`config.mk`:
```
export PLATFORM = sky130hd
export DESIGN_NAME = rv_regfile_flat
export DESIGN_NICKNAME = d
export VERILOG_FILES = /design/src/source/rv_pkg.sv /design/src/source/rv_ctrl_if.sv /design/src/source/rv_regfile.sv /design/src/flat_wrapper.sv
export VERILOG_INCLUDE_DIRS = /design/src /design/src/include
export SDC_FILE = /design/constraint.sdc
export NUM_CORES = 2
export LEC_CHECK = 0
export BUFFER_PORTS_ARGS = -buffer_cell sky130_fd_sc_hd__buf_4
export CAP_MARGIN = 5
export CORE_ASPECT_RATIO = 0.5
export CORE_MARGIN = 5
export CORE_UTILIZATION = 56
export CTS_CLUSTER_SIZE = 24
export DETAILED_ROUTE_END_ITERATION = 16
export PLACE_DENSITY = 0.77
export SYNTH_ARGS = -nofsm -noshare
export SYNTH_HDL_FRONTEND = slang
export SYNTH_SLANG_ARGS = --single-unit
```
`constraint.sdc`:
```
create_clock -name clk_i -period 1.9 [get_ports clk_i]
set_input_delay 0.19 -clock clk_i [delete_from_list [all_inputs] [get_ports clk_i]]
set_output_delay 0.19 -clock clk_i [all_outputs]
set_load 0.005 [all_outputs]
```
`src/include/rv_macros.svh`:
```
`ifndef RV_MACROS_SVH
`define RV_MACROS_SVH

// datapath width in bits.
`define RV_XLEN 32

// architectural register count.
`define RV_NREGS 32

// unified memory, in 32-bit words.
`define RV_MEM_WORDS 256
`define RV_MEM_AW 8

`endif

```
`src/source/rv_pkg.sv`:
```
package rv_pkg;

	// ~~~~~~~~~~~~~~~~~~~~~~~~~~~~~~~~~~~~~~
	// instruction encodings
	// ~~~~~~~~~~~~~~~~~~~~~~~~~~~~~~~~~~~~~~

	typedef enum logic [6:0] {
		OPCODE_LUI      = 7'b0110111,
		OPCODE_AUIPC    = 7'b0010111,
		OPCODE_JAL      = 7'b1101111,
		OPCODE_JALR     = 7'b1100111,
		OPCODE_BRANCH   = 7'b1100011,
		OPCODE_LOAD     = 7'b0000011,
		OPCODE_STORE    = 7'b0100011,
		OPCODE_OP_IMM   = 7'b0010011,
		OPCODE_OP       = 7'b0110011,
		OPCODE_MISC_MEM = 7'b0001111
	} opcode_t;

	typedef enum logic [2:0] {
		FUNCT3_BRANCH_BEQ  = 3'b000,
		FUNCT3_BRANCH_BNE  = 3'b001,
		FUNCT3_BRANCH_BLT  = 3'b100,
		FUNCT3_BRANCH_BGE  = 3'b101,
		FUNCT3_BRANCH_BLTU = 3'b110,
		FUNCT3_BRANCH_BGEU = 3'b111
	} funct3_branch_t;

	// shared by loads and stores.
	typedef enum logic [2:0] {
		FUNCT3_MEM_B  = 3'b000,
		FUNCT3_MEM_H  = 3'b001,
		FUNCT3_MEM_W  = 3'b010,
		FUNCT3_MEM_BU = 3'b100,
		FUNCT3_MEM_HU = 3'b101
	} funct3_mem_t;

	// shared by op and op-imm.
	typedef enum logic [2:0] {
		FUNCT3_OP_ADD_SUB = 3'b000,
		FUNCT3_OP_SLL     = 3'b001,
		FUNCT3_OP_SLT     = 3'b010,
		FUNCT3_OP_SLTU    = 3'b011,
		FUNCT3_OP_XOR     = 3'b100,
		FUNCT3_OP_SR      = 3'b101,
		FUNCT3_OP_OR      = 3'b110,
		FUNCT3_OP_AND     = 3'b111
	} funct3_op_t;

	// ~~~~~~~~~~~~~~~~~~~~~~~~~~~~~~~~~~~~~~
	// control selects
	// ~~~~~~~~~~~~~~~~~~~~~~~~~~~~~~~~~~~~~~

	typedef enum logic [3:0] {
		ALU_OP_ADD,
		ALU_OP_SUB,
		ALU_OP_SLL,
		ALU_OP_SLT,
		ALU_OP_SLTU,
		ALU_OP_XOR,
		ALU_OP_SRL,
		ALU_OP_SRA,
		ALU_OP_OR,
		ALU_OP_AND,
		ALU_OP_IN2_PASSTHROUGH
	} alu_op_t;

	typedef enum logic [2:0] {
		COMPARE_OP_EQ,
		COMPARE_OP_NE,
		COMPARE_OP_LT,
		COMPARE_OP_GE,
		COMPARE_OP_LTU,
		COMPARE_OP_GEU
	} compare_op_t;

	typedef enum logic [1:0] {
		NEXT_PC_SEL_PC_4,
		NEXT_PC_SEL_ALU_OUT,
		NEXT_PC_SEL_COMPARE_OUT
	} next_pc_sel_t;

	typedef enum logic [1:0] {
		REGFILE_IN_SEL_ALU_OUT,
		REGFILE_IN_SEL_PC_4,
		REGFILE_IN_SEL_MEM_RD
	} regfile_in_sel_t;

	typedef enum logic {
		ALU_IN1_SEL_REG1,
		ALU_IN1_SEL_PC
	} alu_in1_sel_t;

	typedef enum logic [2:0] {
		ALU_IN2_SEL_REG2,
		ALU_IN2_SEL_U_IMM,
		ALU_IN2_SEL_J_IMM,
		ALU_IN2_SEL_I_IMM,
		ALU_IN2_SEL_B_IMM,
		ALU_IN2_SEL_S_IMM
	} alu_in2_sel_t;

	typedef enum logic [1:0] {
		MEM_SIZE_BYTE,
		MEM_SIZE_HALF,
		MEM_SIZE_WORD
	} mem_size_t;

	// ~~~~~~~~~~~~~~~~~~~~~~~~~~~~~~~~~~~~~~
	// instruction layouts
	// ~~~~~~~~~~~~~~~~~~~~~~~~~~~~~~~~~~~~~~

	typedef union packed {
		struct packed {
			logic [6:0] funct7;
			logic [4:0] rs2;
			logic [4:0] rs1;
			logic [2:0] funct3;
			logic [4:0] rd;
			opcode_t opcode;
		} r;
		struct packed {
			logic [11:0] imm;
			logic [4:0] rs1;
			logic [2:0] funct3;
			logic [4:0] rd;
			opcode_t opcode;
		} i;
		struct packed {
			logic [6:0] imm_hi;
			logic [4:0] rs2;
			logic [4:0] rs1;
			logic [2:0] funct3;
			logic [4:0] imm_lo;
			opcode_t opcode;
		} s;
		struct packed {
			logic imm12;
			logic [5:0] imm10_5;
			logic [4:0] rs2;
			logic [4:0] rs1;
			logic [2:0] funct3;
			logic [3:0] imm4_1;
			logic imm11;
			opcode_t opcode;
		} b;
		struct packed {
			logic [19:0] imm;
			logic [4:0] rd;
			opcode_t opcode;
		} u;
		struct packed {
			logic imm20;
			logic [9:0] imm10_1;
			logic imm11;
			logic [7:0] imm19_12;
			logic [4:0] rd;
			opcode_t opcode;
		} j;
	} instruction_t;

endpackage

```
`src/source/rv_ctrl_if.sv`:
```
interface rv_ctrl_if;
	import rv_pkg::*;

	// write strobes.
	logic pc_we;
	logic ir_we;
	logic regfile_we;
	logic mem_wr_en;

	// memory access shape.
	logic mem_addr_from_alu;
	mem_size_t mem_size;
	logic mem_signed;

	// datapath selects.
	next_pc_sel_t next_pc_sel;
	regfile_in_sel_t regfile_in_sel;
	alu_op_t alu_op;
	alu_in1_sel_t alu_in1_sel;
	alu_in2_sel_t alu_in2_sel;
	compare_op_t compare_op;

	modport control (
		output pc_we, ir_we, regfile_we, mem_wr_en,
		output mem_addr_from_alu, mem_size, mem_signed,
		output next_pc_sel, regfile_in_sel, alu_op,
		output alu_in1_sel, alu_in2_sel, compare_op
	);

	modport datapath (
		input pc_we, ir_we, regfile_we, mem_wr_en,
		input mem_addr_from_alu, mem_size, mem_signed,
		input next_pc_sel, regfile_in_sel, alu_op,
		input alu_in1_sel, alu_in2_sel, compare_op
	);
endinterface

```
`src/source/rv_regfile.sv`:
```
`include "rv_macros.svh"

module rv_regfile (
	input logic clk_i,
	input logic reset_i,
	rv_ctrl_if.datapath ctrl,
	input rv_pkg::instruction_t ir_i,
	input logic [`RV_XLEN-1:0] pc_plus4_i,
	input logic [`RV_XLEN-1:0] alu_out_i,
	input logic [`RV_XLEN-1:0] mem_rd_data_i,
	output logic [`RV_XLEN-1:0] rs1_data_o,
	output logic [`RV_XLEN-1:0] rs2_data_o,
	output logic [4:0] retire_rd_o,
	output logic [`RV_XLEN-1:0] retire_value_o
);
	import rv_pkg::*;

	logic [`RV_XLEN-1:0] regs [`RV_NREGS];
	logic [`RV_XLEN-1:0] wr_data;
	logic wr_en;

	// x0 reads as zero and is never written.
	assign rs1_data_o = (ir_i.r.rs1 == 5'd0) ? '0 : regs[ir_i.r.rs1];
	assign rs2_data_o = (ir_i.r.rs2 == 5'd0) ? '0 : regs[ir_i.r.rs2];

	always_comb begin
		unique case (ctrl.regfile_in_sel)
		REGFILE_IN_SEL_PC_4:
			wr_data = pc_plus4_i;
		REGFILE_IN_SEL_MEM_RD:
			wr_data = mem_rd_data_i;
		default:
			wr_data = alu_out_i;
		endcase
	end

	assign wr_en = ctrl.regfile_we && (ir_i.r.rd != 5'd0);

	// trace shows the write that actually happens.
	assign retire_rd_o = wr_en ? ir_i.r.rd : 5'd0;
	assign retire_value_o = wr_en ? wr_data : '0;

	always_ff @(posedge clk_i) begin
		if (reset_i) begin
			for (int i = 0; i < `RV_NREGS; i++) begin
				regs[i] <= '0;
			end
		end else if (wr_en) begin
			regs[ir_i.r.rd] <= wr_data;
		end
	end
endmodule

```
`src/flat_wrapper.sv`:
```
// flat-port wrapper written by rule: the top's interface ports become plain ports
module rv_regfile_flat import rv_pkg::*;
  (clk_i, reset_i, ir_i, pc_plus4_i, alu_out_i, mem_rd_data_i, rs1_data_o, rs2_data_o, retire_rd_o, retire_value_o, ctrl_pc_we, ctrl_ir_we, ctrl_regfile_we, ctrl_mem_wr_en, ctrl_mem_addr_from_alu, ctrl_mem_size, ctrl_mem_signed, ctrl_next_pc_sel, ctrl_regfile_in_sel, ctrl_alu_op, ctrl_alu_in1_sel, ctrl_alu_in2_sel, ctrl_compare_op);
  rv_ctrl_if ctrl_i ();
  input logic clk_i;
  input logic reset_i;
  input rv_pkg::instruction_t ir_i;
  input logic [`RV_XLEN-1:0] pc_plus4_i;
  input logic [`RV_XLEN-1:0] alu_out_i;
  input logic [`RV_XLEN-1:0] mem_rd_data_i;
  output logic [`RV_XLEN-1:0] rs1_data_o;
  output logic [`RV_XLEN-1:0] rs2_data_o;
  output logic [4:0] retire_rd_o;
  output logic [`RV_XLEN-1:0] retire_value_o;
  input wire logic [$bits(ctrl_i.pc_we)-1:0] ctrl_pc_we;
  input wire logic [$bits(ctrl_i.ir_we)-1:0] ctrl_ir_we;
  input wire logic [$bits(ctrl_i.regfile_we)-1:0] ctrl_regfile_we;
  input wire logic [$bits(ctrl_i.mem_wr_en)-1:0] ctrl_mem_wr_en;
  input wire logic [$bits(ctrl_i.mem_addr_from_alu)-1:0] ctrl_mem_addr_from_alu;
  input wire logic [$bits(ctrl_i.mem_size)-1:0] ctrl_mem_size;
  input wire logic [$bits(ctrl_i.mem_signed)-1:0] ctrl_mem_signed;
  input wire logic [$bits(ctrl_i.next_pc_sel)-1:0] ctrl_next_pc_sel;
  input wire logic [$bits(ctrl_i.regfile_in_sel)-1:0] ctrl_regfile_in_sel;
  input wire logic [$bits(ctrl_i.alu_op)-1:0] ctrl_alu_op;
  input wire logic [$bits(ctrl_i.alu_in1_sel)-1:0] ctrl_alu_in1_sel;
  input wire logic [$bits(ctrl_i.alu_in2_sel)-1:0] ctrl_alu_in2_sel;
  input wire logic [$bits(ctrl_i.compare_op)-1:0] ctrl_compare_op;
  assign ctrl_i.pc_we = ctrl_pc_we;
  assign ctrl_i.ir_we = ctrl_ir_we;
  assign ctrl_i.regfile_we = ctrl_regfile_we;
  assign ctrl_i.mem_wr_en = ctrl_mem_wr_en;
  assign ctrl_i.mem_addr_from_alu = ctrl_mem_addr_from_alu;
  assign ctrl_i.mem_size = ctrl_mem_size;
  assign ctrl_i.mem_signed = ctrl_mem_signed;
  assign ctrl_i.next_pc_sel = ctrl_next_pc_sel;
  assign ctrl_i.regfile_in_sel = ctrl_regfile_in_sel;
  assign ctrl_i.alu_op = ctrl_alu_op;
  assign ctrl_i.alu_in1_sel = ctrl_alu_in1_sel;
  assign ctrl_i.alu_in2_sel = ctrl_alu_in2_sel;
  assign ctrl_i.compare_op = ctrl_compare_op;
  rv_regfile u_core (.clk_i(clk_i), .reset_i(reset_i), .ctrl(ctrl_i), .ir_i(ir_i), .pc_plus4_i(pc_plus4_i), .alu_out_i(alu_out_i), .mem_rd_data_i(mem_rd_data_i), .rs1_data_o(rs1_data_o), .rs2_data_o(rs2_data_o), .retire_rd_o(retire_rd_o), .retire_value_o(retire_value_o));
endmodule
```
==> summary.md <==
| Metric | Value |
|---|---|
| Status | complete, but fails checks |
| Area growth syn-to-layout | 24.8% |
| Hold Path Sink | u_core.regs[19][12] |
| Largest net degree at the start of global routing | 38 |
| Vias in the first global route | 40600 |
| Top_reg_cell synth | edfxtp_1 |
| Post-synthesis sequential area ratio | 57.9% |
| Proportion of layout cells with a drive suffix above 1 | 40.2% |
| Nets@finish | 4479 |
| Unrepaired setup endpoints after global routing | true |
| Clock sinks | 1024 |
| GRT Residual Overflow | 0 |
| Max Cap Violations | 0 |
| Startpoint Class | flip-flop |
| Worst-path clk slew | 0.07 ns |
| Largest Register | u_core.regs |
| Crit. path cell count | 7 |
| Final setup violation count | 64 |
| Max FFs per register | 1024 |
| Die width | 446 um |
| Remaining DRCs | 0 |
| Mapped cell area | 53100 sq um |
| Fin. max-slew vios | 0 |
| Yosys reg bits | 1024 |
| HP Start | alu_out_i[12] |
| CP required | 1.71 ns |
| Peak Freq | 360 MHz |
| Initial antenna violation count | 0 |
| Hold slack | 0.0142 ns |
| Slowest stage delay, CP | 0.47 ns |
| Multi-input gate area | 22300 sq um |
| Leading cell type in the layout, fill and taps excluded | nor2_1 |
| Crit path max fanout | 2 |
| H-tree depth | 3 |
| Initial DRC Count | 8660 |
| CP Buf/Inv Count | 3 |
| WP data arrival | 2.59 ns |
| Violated checks | negative setup slack |
| Mapped Cells | 3771 |
| CTS Root Cell | clkbuf_16 |
| Core Footprint | 93500 sq um |
| Die footprint | 102000 sq um |
| WS Path Type | flip-flop to output pin |
| HP Class | input port to flip-flop |
| Number of flops mapped to enable cells by yosys | 1024 |
| Initial Util | 56.8% |
| Syn_area_per_cell | 14.1 sq um |
| Peak supply drop | 0.713 mV |
| Leak pwr | 23.5 nW |
| Final instance area | 66300 sq um |
| Crit path max-delay cell type | mux4_2 |
| Chip height | 228 um |
| Sequential cell area | 30700 sq um |
| Most frequent CP cell | buf_6 |
| Port bufs | 216 |
| Yosys warns | 0 |
| Final setup margin | -0.881 ns |
| Critical path's top delay family | multiplexers |
| CTS Buf Count | 92 |
| Tcrit/Tclk final | 146% |
| Biggest regs | u_core.regs: 1024 flops |
| TritonCTS clock tree | yes |
| Pwr/cell area | 857 nW/um^2 |
| Fill count | 5555 |
| Least-Margin Pin Slew | 0.943 ns |
| Via count | 41200 |
| First-pass GRT wire length | 281000 um |
| Worst hold stages | 4 |
| Synth unique cells | 40 |
| Num ports | 254 |
| Slew headroom | 37.1% |
| Dpl cell area | 61300 sq um |
| GPL Wtd Cong | 1.02 |
| Routed WL | 199000 um |
| Commonest cells after routing, fill and taps aside | 1062 x nor2_1, 1024 x edfxtp_1, 627 x buf_4 |
| Crit end category | output pin |
| Avg WL per Cell | 35.2 um |
| Sequence of cells on the critical path | mux4_2 > mux2_4 > o21ai_2 > buf_6 > a311oi_2 > buf_4 > buf_6 |
| Final Hold Viols | 0 |
| Post-DP HPWL | 129000 um |
| Total GRT Usage | 38.3% |
| Ys async rst share | 0% |
| Antenna-violating nets left | 0 |
| Crit path time final | 2.78 ns |
| Dpl ws | -0.907 ns |
| # rows | 79 |
| Max Buffers Root-to-Sink | 3 |
| Via density | 7.30 |
| 1st-pass router iterations | 10 |
| CP startpoint | u_core.regs[11][17] |
Yosys cell counts, drive strengths merged (32+ instances only):
master,n,area (sq um)
a211oi,64,480
a21oi,32,160
a221oi,49,435
a22oi,96,721
a311oi,64,561
buf,186,1280
clkbuf,230,871
edfxtp,1024,30700
mux2,64,721
mux2i,128,1280
mux4,448,10100
nand2,64,240
nand2b,33,206
nor2,1064,4000
nor2b,68,430
o21ai,113,566
layer usage:
layer,share of wire [%],track usage (%),wire length (um)
met5,0.13,0,263
met3,21,20.9,41300
met1,31,48.6,61700
met2,43,54.6,85700
met4,5.1,17.0,10200
per-stage QoR:
| stage | utilization [%] | cells | power (mW) | TNS, ns |
|---|---|---|---|---|
| 2_1_floorplan | - | 3802 | 31.6 | -0.292 |
| 3_3_place_gp | 65.5 | 5472 | 36.1 | -53.26 |
| 3_5_place_dp | 65.5 | 5472 | 36.4 | -59.46 |
| 4_1_cts | 70.1 | 5641 | 55.7 | -47.45 |
| 5_1_grt | 70.9 | 5650 | 57.8 | -50.66 |
| 6_report | 70.9 | 5652 | 56.9 | -48.41 |
power by group:
group | internal (mW) | total, mW | switching, mW
clock | 10.7 | 19.4 | 8.76
combinational | 4.79 | 10.7 | 5.88
sequential | 26.1 | 26.8 | 0.699
total | 41.5 | 56.9 | 15.3
final cells by class:
class | instances | area share, %
Tap cell | 1255 | 2.37
Inverter | 4 | 0.0226
Multi-Input combinational cell | 2358 | 33.7
Sequential cell | 1024 | 46.4
Clock inverter | 49 | 0.811
Timing Repair Buffer | 844 | 13.0
Clock buffer | 116 | 3.70
Antenna cell | 2 | 0.00755
cells by family after synthesis:
logic type / synth area share, %
compound gates: 5.75
buf+inv: 4.07
mux: 22.8
simple gates: 9.50
flops: 57.9
other cells: 0.00706
fa+ha+maj: 0.0471
worst max path at each step:
stage | to | slack, ns
floorplan | u_core.regs[22][0] | -0.005
global placement | rs2_data_o[14] | -0.85
detailed placement | rs2_data_o[14] | -0.91
CTS | rs2_data_o[14] | -0.85
global route | rs1_data_o[17] | -0.90
finish | rs1_data_o[17] | -0.88
timing repair:
item	CTS	global route
setup buffers	13	8
gates cloned	0	3
gates resized for setup	235	119
pin swaps	57	53
setup endpoints to repair	70	72
endpoints found under the hold margin	4	0
hold buffers	1	0
Note: power is estimated with default switching activity, not from simulation.
