### src/include/rv_macros.svh
`ifndef RV_MACROS_SVH
`define RV_MACROS_SVH

// datapath width in bits.
`define RV_XLEN 32

// architectural register count.
`define RV_NREGS 32

// unified memory, in 32-bit words.
`define RV_MEM_WORDS 256
`define RV_MEM_AW 8

`endif

### src/source/rv_pkg.sv
package rv_pkg;

	// ~~~~~~~~~~~~~~~~~~~~~~~~~~~~~~~~~~~~~~
	// instruction encodings
	// ~~~~~~~~~~~~~~~~~~~~~~~~~~~~~~~~~~~~~~

	typedef enum logic [6:0] {
		OPCODE_LUI      = 7'b0110111,
		OPCODE_AUIPC    = 7'b0010111,
		OPCODE_JAL      = 7'b1101111,
		OPCODE_JALR     = 7'b1100111,
		OPCODE_BRANCH   = 7'b1100011,
		OPCODE_LOAD     = 7'b0000011,
		OPCODE_STORE    = 7'b0100011,
		OPCODE_OP_IMM   = 7'b0010011,
		OPCODE_OP       = 7'b0110011,
		OPCODE_MISC_MEM = 7'b0001111
	} opcode_t;

	typedef enum logic [2:0] {
		FUNCT3_BRANCH_BEQ  = 3'b000,
		FUNCT3_BRANCH_BNE  = 3'b001,
		FUNCT3_BRANCH_BLT  = 3'b100,
		FUNCT3_BRANCH_BGE  = 3'b101,
		FUNCT3_BRANCH_BLTU = 3'b110,
		FUNCT3_BRANCH_BGEU = 3'b111
	} funct3_branch_t;

	// shared by loads and stores.
	typedef enum logic [2:0] {
		FUNCT3_MEM_B  = 3'b000,
		FUNCT3_MEM_H  = 3'b001,
		FUNCT3_MEM_W  = 3'b010,
		FUNCT3_MEM_BU = 3'b100,
		FUNCT3_MEM_HU = 3'b101
	} funct3_mem_t;

	// shared by op and op-imm.
	typedef enum logic [2:0] {
		FUNCT3_OP_ADD_SUB = 3'b000,
		FUNCT3_OP_SLL     = 3'b001,
		FUNCT3_OP_SLT     = 3'b010,
		FUNCT3_OP_SLTU    = 3'b011,
		FUNCT3_OP_XOR     = 3'b100,
		FUNCT3_OP_SR      = 3'b101,
		FUNCT3_OP_OR      = 3'b110,
		FUNCT3_OP_AND     = 3'b111
	} funct3_op_t;

	// ~~~~~~~~~~~~~~~~~~~~~~~~~~~~~~~~~~~~~~
	// control selects
	// ~~~~~~~~~~~~~~~~~~~~~~~~~~~~~~~~~~~~~~

	typedef enum logic [3:0] {
		ALU_OP_ADD,
		ALU_OP_SUB,
		ALU_OP_SLL,
		ALU_OP_SLT,
		ALU_OP_SLTU,
		ALU_OP_XOR,
		ALU_OP_SRL,
		ALU_OP_SRA,
		ALU_OP_OR,
		ALU_OP_AND,
		ALU_OP_IN2_PASSTHROUGH
	} alu_op_t;

	typedef enum logic [2:0] {
		COMPARE_OP_EQ,
		COMPARE_OP_NE,
		COMPARE_OP_LT,
		COMPARE_OP_GE,
		COMPARE_OP_LTU,
		COMPARE_OP_GEU
	} compare_op_t;

	typedef enum logic [1:0] {
		NEXT_PC_SEL_PC_4,
		NEXT_PC_SEL_ALU_OUT,
		NEXT_PC_SEL_COMPARE_OUT
	} next_pc_sel_t;

	typedef enum logic [1:0] {
		REGFILE_IN_SEL_ALU_OUT,
		REGFILE_IN_SEL_PC_4,
		REGFILE_IN_SEL_MEM_RD
	} regfile_in_sel_t;

	typedef enum logic {
		ALU_IN1_SEL_REG1,
		ALU_IN1_SEL_PC
	} alu_in1_sel_t;

	typedef enum logic [2:0] {
		ALU_IN2_SEL_REG2,
		ALU_IN2_SEL_U_IMM,
		ALU_IN2_SEL_J_IMM,
		ALU_IN2_SEL_I_IMM,
		ALU_IN2_SEL_B_IMM,
		ALU_IN2_SEL_S_IMM
	} alu_in2_sel_t;

	typedef enum logic [1:0] {
		MEM_SIZE_BYTE,
		MEM_SIZE_HALF,
		MEM_SIZE_WORD
	} mem_size_t;

	// ~~~~~~~~~~~~~~~~~~~~~~~~~~~~~~~~~~~~~~
	// instruction layouts
	// ~~~~~~~~~~~~~~~~~~~~~~~~~~~~~~~~~~~~~~

	typedef union packed {
		struct packed {
			logic [6:0] funct7;
			logic [4:0] rs2;
			logic [4:0] rs1;
			logic [2:0] funct3;
			logic [4:0] rd;
			opcode_t opcode;
		} r;
		struct packed {
			logic [11:0] imm;
			logic [4:0] rs1;
			logic [2:0] funct3;
			logic [4:0] rd;
			opcode_t opcode;
		} i;
		struct packed {
			logic [6:0] imm_hi;
			logic [4:0] rs2;
			logic [4:0] rs1;
			logic [2:0] funct3;
			logic [4:0] imm_lo;
			opcode_t opcode;
		} s;
		struct packed {
			logic imm12;
			logic [5:0] imm10_5;
			logic [4:0] rs2;
			logic [4:0] rs1;
			logic [2:0] funct3;
			logic [3:0] imm4_1;
			logic imm11;
			opcode_t opcode;
		} b;
		struct packed {
			logic [19:0] imm;
			logic [4:0] rd;
			opcode_t opcode;
		} u;
		struct packed {
			logic imm20;
			logic [9:0] imm10_1;
			logic imm11;
			logic [7:0] imm19_12;
			logic [4:0] rd;
			opcode_t opcode;
		} j;
	} instruction_t;

endpackage

### src/source/rv_ctrl_if.sv
interface rv_ctrl_if;
	import rv_pkg::*;

	// write strobes.
	logic pc_we;
	logic ir_we;
	logic regfile_we;
	logic mem_wr_en;

	// memory access shape.
	logic mem_addr_from_alu;
	mem_size_t mem_size;
	logic mem_signed;

	// datapath selects.
	next_pc_sel_t next_pc_sel;
	regfile_in_sel_t regfile_in_sel;
	alu_op_t alu_op;
	alu_in1_sel_t alu_in1_sel;
	alu_in2_sel_t alu_in2_sel;
	compare_op_t compare_op;

	modport control (
		output pc_we, ir_we, regfile_we, mem_wr_en,
		output mem_addr_from_alu, mem_size, mem_signed,
		output next_pc_sel, regfile_in_sel, alu_op,
		output alu_in1_sel, alu_in2_sel, compare_op
	);

	modport datapath (
		input pc_we, ir_we, regfile_we, mem_wr_en,
		input mem_addr_from_alu, mem_size, mem_signed,
		input next_pc_sel, regfile_in_sel, alu_op,
		input alu_in1_sel, alu_in2_sel, compare_op
	);
endinterface

### src/source/rv_exec_unit.sv
`include "rv_macros.svh"

module rv_exec_unit (
	rv_ctrl_if.datapath ctrl,
	input rv_pkg::instruction_t ir_i,
	input logic [`RV_XLEN-1:0] pc_i,
	input logic [`RV_XLEN-1:0] rs1_data_i,
	input logic [`RV_XLEN-1:0] rs2_data_i,
	output logic [`RV_XLEN-1:0] alu_out_o,
	output logic branch_taken_o
);
	import rv_pkg::*;

	logic [`RV_XLEN-1:0] in1;
	logic [`RV_XLEN-1:0] in2;
	logic [4:0] shamt;

	// ~~~~~~~~~~~~~~~~~~~~~~~~~~~~~~~~~~~~~~
	// operand selection
	// ~~~~~~~~~~~~~~~~~~~~~~~~~~~~~~~~~~~~~~

	assign in1 = (ctrl.alu_in1_sel == ALU_IN1_SEL_PC) ? pc_i : rs1_data_i;

	always_comb begin
		unique case (ctrl.alu_in2_sel)
		ALU_IN2_SEL_U_IMM:
			in2 = {ir_i.u.imm, 12'b0};
		ALU_IN2_SEL_J_IMM:
			in2 = {{11{ir_i.j.imm20}}, ir_i.j.imm20, ir_i.j.imm19_12,
				ir_i.j.imm11, ir_i.j.imm10_1, 1'b0};
		ALU_IN2_SEL_I_IMM:
			in2 = {{20{ir_i.i.imm[11]}}, ir_i.i.imm};
		ALU_IN2_SEL_B_IMM:
			in2 = {{19{ir_i.b.imm12}}, ir_i.b.imm12, ir_i.b.imm11,
				ir_i.b.imm10_5, ir_i.b.imm4_1, 1'b0};
		ALU_IN2_SEL_S_IMM:
			in2 = {{20{ir_i.s.imm_hi[6]}}, ir_i.s.imm_hi, ir_i.s.imm_lo};
		default:
			in2 = rs2_data_i;
		endcase
	end

	// ~~~~~~~~~~~~~~~~~~~~~~~~~~~~~~~~~~~~~~
	// alu and compare unit
	// ~~~~~~~~~~~~~~~~~~~~~~~~~~~~~~~~~~~~~~

	assign shamt = in2[4:0];

	always_comb begin
		unique case (ctrl.alu_op)
		ALU_OP_SUB:
			alu_out_o = in1 - in2;
		ALU_OP_SLL:
			alu_out_o = in1 << shamt;
		ALU_OP_SLT:
			alu_out_o = {31'b0, $signed(in1) < $signed(in2)};
		ALU_OP_SLTU:
			alu_out_o = {31'b0, in1 < in2};
		ALU_OP_XOR:
			alu_out_o = in1 ^ in2;
		ALU_OP_SRL:
			alu_out_o = in1 >> shamt;
		ALU_OP_SRA:
			alu_out_o = $signed(in1) >>> shamt;
		ALU_OP_OR:
			alu_out_o = in1 | in2;
		ALU_OP_AND:
			alu_out_o = in1 & in2;
		ALU_OP_IN2_PASSTHROUGH:
			alu_out_o = in2;
		default:
			alu_out_o = in1 + in2;
		endcase
	end

	// compares the registers, never the alu operands.
	always_comb begin
		unique case (ctrl.compare_op)
		COMPARE_OP_NE:
			branch_taken_o = rs1_data_i != rs2_data_i;
		COMPARE_OP_LT:
			branch_taken_o = $signed(rs1_data_i) < $signed(rs2_data_i);
		COMPARE_OP_GE:
			branch_taken_o = $signed(rs1_data_i) >= $signed(rs2_data_i);
		COMPARE_OP_LTU:
			branch_taken_o = rs1_data_i < rs2_data_i;
		COMPARE_OP_GEU:
			branch_taken_o = rs1_data_i >= rs2_data_i;
		default:
			branch_taken_o = rs1_data_i == rs2_data_i;
		endcase
	end
endmodule

### src/flat_wrapper.sv
// flat-port wrapper written by rule: the top's interface ports become plain ports
module rv_exec_unit_flat import rv_pkg::*;
  (ir_i, pc_i, rs1_data_i, rs2_data_i, alu_out_o, branch_taken_o, ctrl_pc_we, ctrl_ir_we, ctrl_regfile_we, ctrl_mem_wr_en, ctrl_mem_addr_from_alu, ctrl_mem_size, ctrl_mem_signed, ctrl_next_pc_sel, ctrl_regfile_in_sel, ctrl_alu_op, ctrl_alu_in1_sel, ctrl_alu_in2_sel, ctrl_compare_op);
  rv_ctrl_if ctrl_i ();
  input rv_pkg::instruction_t ir_i;
  input logic [`RV_XLEN-1:0] pc_i;
  input logic [`RV_XLEN-1:0] rs1_data_i;
  input logic [`RV_XLEN-1:0] rs2_data_i;
  output logic [`RV_XLEN-1:0] alu_out_o;
  output logic branch_taken_o;
  input wire logic [$bits(ctrl_i.pc_we)-1:0] ctrl_pc_we;
  input wire logic [$bits(ctrl_i.ir_we)-1:0] ctrl_ir_we;
  input wire logic [$bits(ctrl_i.regfile_we)-1:0] ctrl_regfile_we;
  input wire logic [$bits(ctrl_i.mem_wr_en)-1:0] ctrl_mem_wr_en;
  input wire logic [$bits(ctrl_i.mem_addr_from_alu)-1:0] ctrl_mem_addr_from_alu;
  input wire logic [$bits(ctrl_i.mem_size)-1:0] ctrl_mem_size;
  input wire logic [$bits(ctrl_i.mem_signed)-1:0] ctrl_mem_signed;
  input wire logic [$bits(ctrl_i.next_pc_sel)-1:0] ctrl_next_pc_sel;
  input wire logic [$bits(ctrl_i.regfile_in_sel)-1:0] ctrl_regfile_in_sel;
  input wire logic [$bits(ctrl_i.alu_op)-1:0] ctrl_alu_op;
  input wire logic [$bits(ctrl_i.alu_in1_sel)-1:0] ctrl_alu_in1_sel;
  input wire logic [$bits(ctrl_i.alu_in2_sel)-1:0] ctrl_alu_in2_sel;
  input wire logic [$bits(ctrl_i.compare_op)-1:0] ctrl_compare_op;
  assign ctrl_i.pc_we = ctrl_pc_we;
  assign ctrl_i.ir_we = ctrl_ir_we;
  assign ctrl_i.regfile_we = ctrl_regfile_we;
  assign ctrl_i.mem_wr_en = ctrl_mem_wr_en;
  assign ctrl_i.mem_addr_from_alu = ctrl_mem_addr_from_alu;
  assign ctrl_i.mem_size = ctrl_mem_size;
  assign ctrl_i.mem_signed = ctrl_mem_signed;
  assign ctrl_i.next_pc_sel = ctrl_next_pc_sel;
  assign ctrl_i.regfile_in_sel = ctrl_regfile_in_sel;
  assign ctrl_i.alu_op = ctrl_alu_op;
  assign ctrl_i.alu_in1_sel = ctrl_alu_in1_sel;
  assign ctrl_i.alu_in2_sel = ctrl_alu_in2_sel;
  assign ctrl_i.compare_op = ctrl_compare_op;
  rv_exec_unit u_core (.ctrl(ctrl_i), .ir_i(ir_i), .pc_i(pc_i), .rs1_data_i(rs1_data_i), .rs2_data_i(rs2_data_i), .alu_out_o(alu_out_o), .branch_taken_o(branch_taken_o));
endmodule
### config.mk
export PLATFORM = sky130hd
export DESIGN_NAME = rv_exec_unit_flat
export DESIGN_NICKNAME = d
export VERILOG_FILES = /design/src/source/rv_pkg.sv /design/src/source/rv_ctrl_if.sv /design/src/source/rv_exec_unit.sv /design/src/flat_wrapper.sv
export VERILOG_INCLUDE_DIRS = /design/src /design/src/include
export SDC_FILE = /design/constraint.sdc
export NUM_CORES = 1
export LEC_CHECK = 0
export BUFFER_PORTS_ARGS = -buffer_cell sky130_fd_sc_hd__buf_2
export CAP_MARGIN = 10
export CORE_UTILIZATION = 55
export DETAILED_ROUTE_END_ITERATION = 10
export PLACE_DENSITY = 0.78
export SYNTH_ARGS = -nofsm -noshare
export SYNTH_HDL_FRONTEND = slang
export SYNTH_SLANG_ARGS = --single-unit
export TNS_END_PERCENT = 30
### constraint.sdc
create_clock -name vclk -period 9.5
set_clock_uncertainty 0.2 [all_clocks]
set_input_delay 1.425 -clock vclk [all_inputs]
set_output_delay 1.425 -clock vclk [all_outputs]
set_load 0.03 [all_outputs]
==> impl_metrics.xml <==
<?xml version="1.0" encoding="UTF-8"?>
<metrics>
  <group name="run_status">
    <metric name="status" unit="">finished, final reports clean</metric>
  </group>
  <group name="layout">
    <metric name="diodes" unit="">0</metric>
    <metric name="layout-drive-gt1-share" unit="%">16.0</metric>
    <metric name="layout.area.seq" unit="um^2">0</metric>
    <metric name="final_cell_mix" unit="">sky130_fd_sc_hd__buf_2, sky130_fd_sc_hd__nand2_1, sky130_fd_sc_hd__mux2i_1</metric>
    <metric name="area_growth_syn_to_layout" unit="%">7.70</metric>
    <metric name="numSequentialCells" unit="">0</metric>
    <metric name="number_of_nets_in_the_layout" unit="">1958</metric>
    <metric name="filler_cell_count" unit="">1960</metric>
    <metric name="multiInputGateArea" unit="um^2">9870</metric>
    <metric name="layout_commonest_cell" unit="">sky130_fd_sc_hd__buf_2</metric>
    <metric name="final_design_area_no_fill" unit="um^2">11700</metric>
    <metric name="nClkBuffers" unit="">0</metric>
  </group>
  <group name="global_routing">
    <metric name="grt_start_max_net_pins" unit="">64</metric>
    <metric name="total_routing_usage_reported_by_global_routing" unit="%">49.3</metric>
    <metric name="antenna_found_initial" unit="">1</metric>
    <metric name="total_congestion_overflow" unit="">0</metric>
    <metric name="grt_first_pass_wirelength" unit="um">76000</metric>
    <metric name="vias_in_the_first_global_route" unit="">12600</metric>
  </group>
  <group name="worst_setup_path">
    <metric name="worst_setup_path_start_kind" unit="">primary input</metric>
    <metric name="crit_path_max_fanout" unit="">43</metric>
    <metric name="path_class" unit="">primary input to output pin</metric>
    <metric name="worst_path_required_time" unit="ns">7.88</metric>
    <metric name="endpoint_kind" unit="">output pin</metric>
    <metric name="critical_path_arrival" unit="ns">6.82</metric>
  </group>
  <group name="route">
    <metric name="antenna_left" unit="">0</metric>
    <metric name="detail_route.first_pass.iterations" unit="">7</metric>
    <metric name="detail_route.drc_violations" unit="">0</metric>
    <metric name="drt-vias-per-instance" unit="">7.14</metric>
    <metric name="postRouteWirelength" unit="um">51200</metric>
    <metric name="wl_per_cell" unit="um">26.4</metric>
    <metric name="dr.first_iter.drc_count" unit="">1960</metric>
    <metric name="via_count" unit="">13800</metric>
  </group>
  <group name="power">
    <metric name="p_leak" unit="nW">5.58</metric>
    <metric name="internal_power" unit="mW">0.419</metric>
    <metric name="switchingPower" unit="mW">0.822</metric>
    <metric name="pwr_density_cell" unit="nW/um^2">106</metric>
    <metric name="power.combinational.fraction" unit="%">100.0</metric>
    <metric name="share_seq_of_total_power" unit="%">0</metric>
    <metric name="power.share.clock" unit="%">0</metric>
    <metric name="ir_drop" unit="mV">0.0652</metric>
    <metric name="sw_share" unit="%">66.2</metric>
  </group>
  <group name="hold_path">
    <metric name="hold_path.startpoint" unit="">ctrl_compare_op[0]</metric>
    <metric name="timing.hold.worst.class" unit="">primary input to output pin</metric>
    <metric name="hold_crit_depth" unit="">5</metric>
    <metric name="worstHoldEndpoint" unit="">branch_taken_o</metric>
  </group>
  <group name="synth">
    <metric name="mappedNetlistArea" unit="um^2">10900</metric>
    <metric name="post_synth_num_cell_types" unit="">99</metric>
    <metric name="synthesis.yosys.warnings" unit="">0</metric>
    <metric name="post-synth-top-area-cell" unit="">sky130_fd_sc_hd__ha_1</metric>
    <metric name="ys_top_cells_by_area" unit="">sky130_fd_sc_hd__ha_1, sky130_fd_sc_hd__mux2i_1, sky130_fd_sc_hd__a21oi_1, sky130_fd_sc_hd__nand2_1, sky130_fd_sc_hd__nor2_1</metric>
    <metric name="synthesized_area_per_cell" unit="um^2">6.85</metric>
    <metric name="postSynthNetCount" unit="">1874</metric>
    <metric name="synth.yosys.seq_area_share" unit="%">0</metric>
    <metric name="synthesis.instances" unit="">1592</metric>
    <metric name="yosysTopAreaCellShare" unit="%">14.8</metric>
  </group>
  <group name="die">
    <metric name="floorplan.initialDensity" unit="%">56.0</metric>
    <metric name="num_io_pins" unit="">184</metric>
    <metric name="fp.coreArea" unit="um^2">19500</metric>
    <metric name="fp.dieW" unit="um">143</metric>
    <metric name="placement_rows" unit="">51</metric>
    <metric name="die_h" unit="um">143</metric>
    <metric name="floorplan.die_area" unit="um^2">20400</metric>
  </group>
  <group name="sta">
    <metric name="tns" unit="ns">0</metric>
    <metric name="hold_violations" unit="">0</metric>
    <metric name="timing.final.setup_violations" unit="">0</metric>
    <metric name="worst_hold_slack" unit="ns">3.18</metric>
    <metric name="fmax" unit="MHz">118</metric>
    <metric name="finalCriticalPeriod" unit="ns">8.44</metric>
    <metric name="rsz0062_at_grt" unit="">no</metric>
    <metric name="worst-slew-pin-transition" unit="ns">1.35</metric>
    <metric name="slew_viol_final" unit="">0</metric>
    <metric name="relSlewSlack" unit="%">9.30</metric>
    <metric name="fin_crit_sh" unit="%">88.8</metric>
  </group>
  <group name="placement">
    <metric name="placed_wire_length_estimate" unit="um">39900</metric>
    <metric name="place.port_buffers" unit="">165</metric>
    <metric name="dpl-instance-area" unit="um^2">11700</metric>
    <metric name="routabilityCongestion" unit="">1.09</metric>
  </group>
  <group name="cts">
    <metric name="cts.repair.resized" unit="">0</metric>
    <metric name="holdBufCountCts" unit="">0</metric>
    <metric name="postCtsSetupRepairBufs" unit="">0</metric>
  </group>
  <group name="run">
    <metric name="maxCapViolCount" unit="">0</metric>
  </group>
</metrics>
## cell usage after synthesis, types with 11 or more instances
library cell and n:
sky130_fd_sc_hd__nand2_1 147, sky130_fd_sc_hd__mux2i_1 146, sky130_fd_sc_hd__a21oi_1 134, sky130_fd_sc_hd__nor2_1 131, sky130_fd_sc_hd__ha_1 129, sky130_fd_sc_hd__inv_1 124
sky130_fd_sc_hd__o21ai_0 91, sky130_fd_sc_hd__clkbuf_1 64, sky130_fd_sc_hd__mux2_2 36, sky130_fd_sc_hd__a221oi_1 35, sky130_fd_sc_hd__o221ai_1 34, sky130_fd_sc_hd__a211oi_1 33
sky130_fd_sc_hd__nand3_1 33, sky130_fd_sc_hd__o211ai_1 33, sky130_fd_sc_hd__buf_2 27, sky130_fd_sc_hd__nor3_1 23, sky130_fd_sc_hd__a21o_1 22, sky130_fd_sc_hd__a31oi_1 18
sky130_fd_sc_hd__nor2b_1 18, sky130_fd_sc_hd__nand2b_1 17, sky130_fd_sc_hd__a22oi_1 15, sky130_fd_sc_hd__nand4_1 14, sky130_fd_sc_hd__o22ai_1 14, sky130_fd_sc_hd__o31ai_1 14
sky130_fd_sc_hd__o21bai_1 13, sky130_fd_sc_hd__a221o_1 12, sky130_fd_sc_hd__o21a_1 11
## stage by stage
step | util [%] | setup slack [ns] | power (mW) | cells
final | 60.3 | 1.06 | 1.24 | 1939
after global routing | 60.3 | 0.885 | 1.31 | 1939
after CTS | 60.3 | 1.22 | 1.19 | 1938
after detailed placement | 60.3 | 1.24 | 1.18 | 1938
after global placement | 60.3 | 0.832 | 1.17 | 1937
after floorplan | - | 2.04 | 0.847 | 1592
## power by group through the flow
| stage | combinational [mW] | sequential, mW | clock (mW) |
|---|---|---|---|
| global placement | 1.17 | 0 | 0 |
| finish | 1.24 | 0 | 0 |
| CTS | 1.19 | 0 | 0 |
| detailed placement | 1.18 | 0 | 0 |
| floorplan | 0.847 | 0 | 0 |
| global route | 1.31 | 0 | 0 |
## logic make-up after synthesis
| logic type | Yosys count | synth area share [%] |
|---|---|---|
| AO/OA/AOI/OAI | 577 | 36.9 |
| XOR/XNOR | 13 | 1.11 |
| adder cells (fa/ha/maj) | 132 | 15.3 |
| buffers and inverters | 241 | 9.69 |
| multiplexers | 186 | 17.9 |
| AND/OR/NAND/NOR | 443 | 19.1 |
## routing by layer
metal  vias up  wire length [um]  GRT usage (%)
met2      1004             21400           76.3
met3       207              6380           10.2
met1      6433             19600           62.5
met5         -                10              0
li1       6190                 -              -
met4         2              3780           29.9
## worst max-delay path by stage
stage / startpoint / endpoint / depth (start not counted)
final: ctrl_alu_in2_sel[1] / alu_out_o[30] / 18
after global routing: ctrl_alu_in2_sel[1] / alu_out_o[0] / 18
after CTS: ctrl_alu_in2_sel[1] / alu_out_o[30] / 18
after detailed placement: ctrl_alu_in2_sel[1] / alu_out_o[30] / 18
after global placement: ctrl_alu_in2_sel[1] / alu_out_o[30] / 17
after floorplan: ctrl_alu_in2_sel[1] / alu_out_o[0] / 19
## worst max-delay path: stages
cell                      delay, ns
sky130_fd_sc_hd__buf_2         0.59
sky130_fd_sc_hd__xnor2_2       0.40
sky130_fd_sc_hd__nand3_4       0.30
sky130_fd_sc_hd__and2_2        0.22
sky130_fd_sc_hd__inv_4         0.06
sky130_fd_sc_hd__ha_1          0.26
sky130_fd_sc_hd__inv_1         0.10
sky130_fd_sc_hd__fa_1          0.23
sky130_fd_sc_hd__nor2_1        0.07
sky130_fd_sc_hd__o311a_1       0.34
sky130_fd_sc_hd__o21ai_0       0.60
sky130_fd_sc_hd__a21oi_1       0.33
sky130_fd_sc_hd__o21a_1        0.30
sky130_fd_sc_hd__a31o_2        0.31
sky130_fd_sc_hd__o41ai_1       0.40
sky130_fd_sc_hd__mux2_2        0.39
sky130_fd_sc_hd__a211o_1       0.29
sky130_fd_sc_hd__buf_2         0.17
## cell type report
cell class         instances  area share, %
multi-input cells       1351           84.1
repair buffers           196           8.99
inverters                127           4.12
well taps                265           2.82
(Power assumes the default switching activity.)
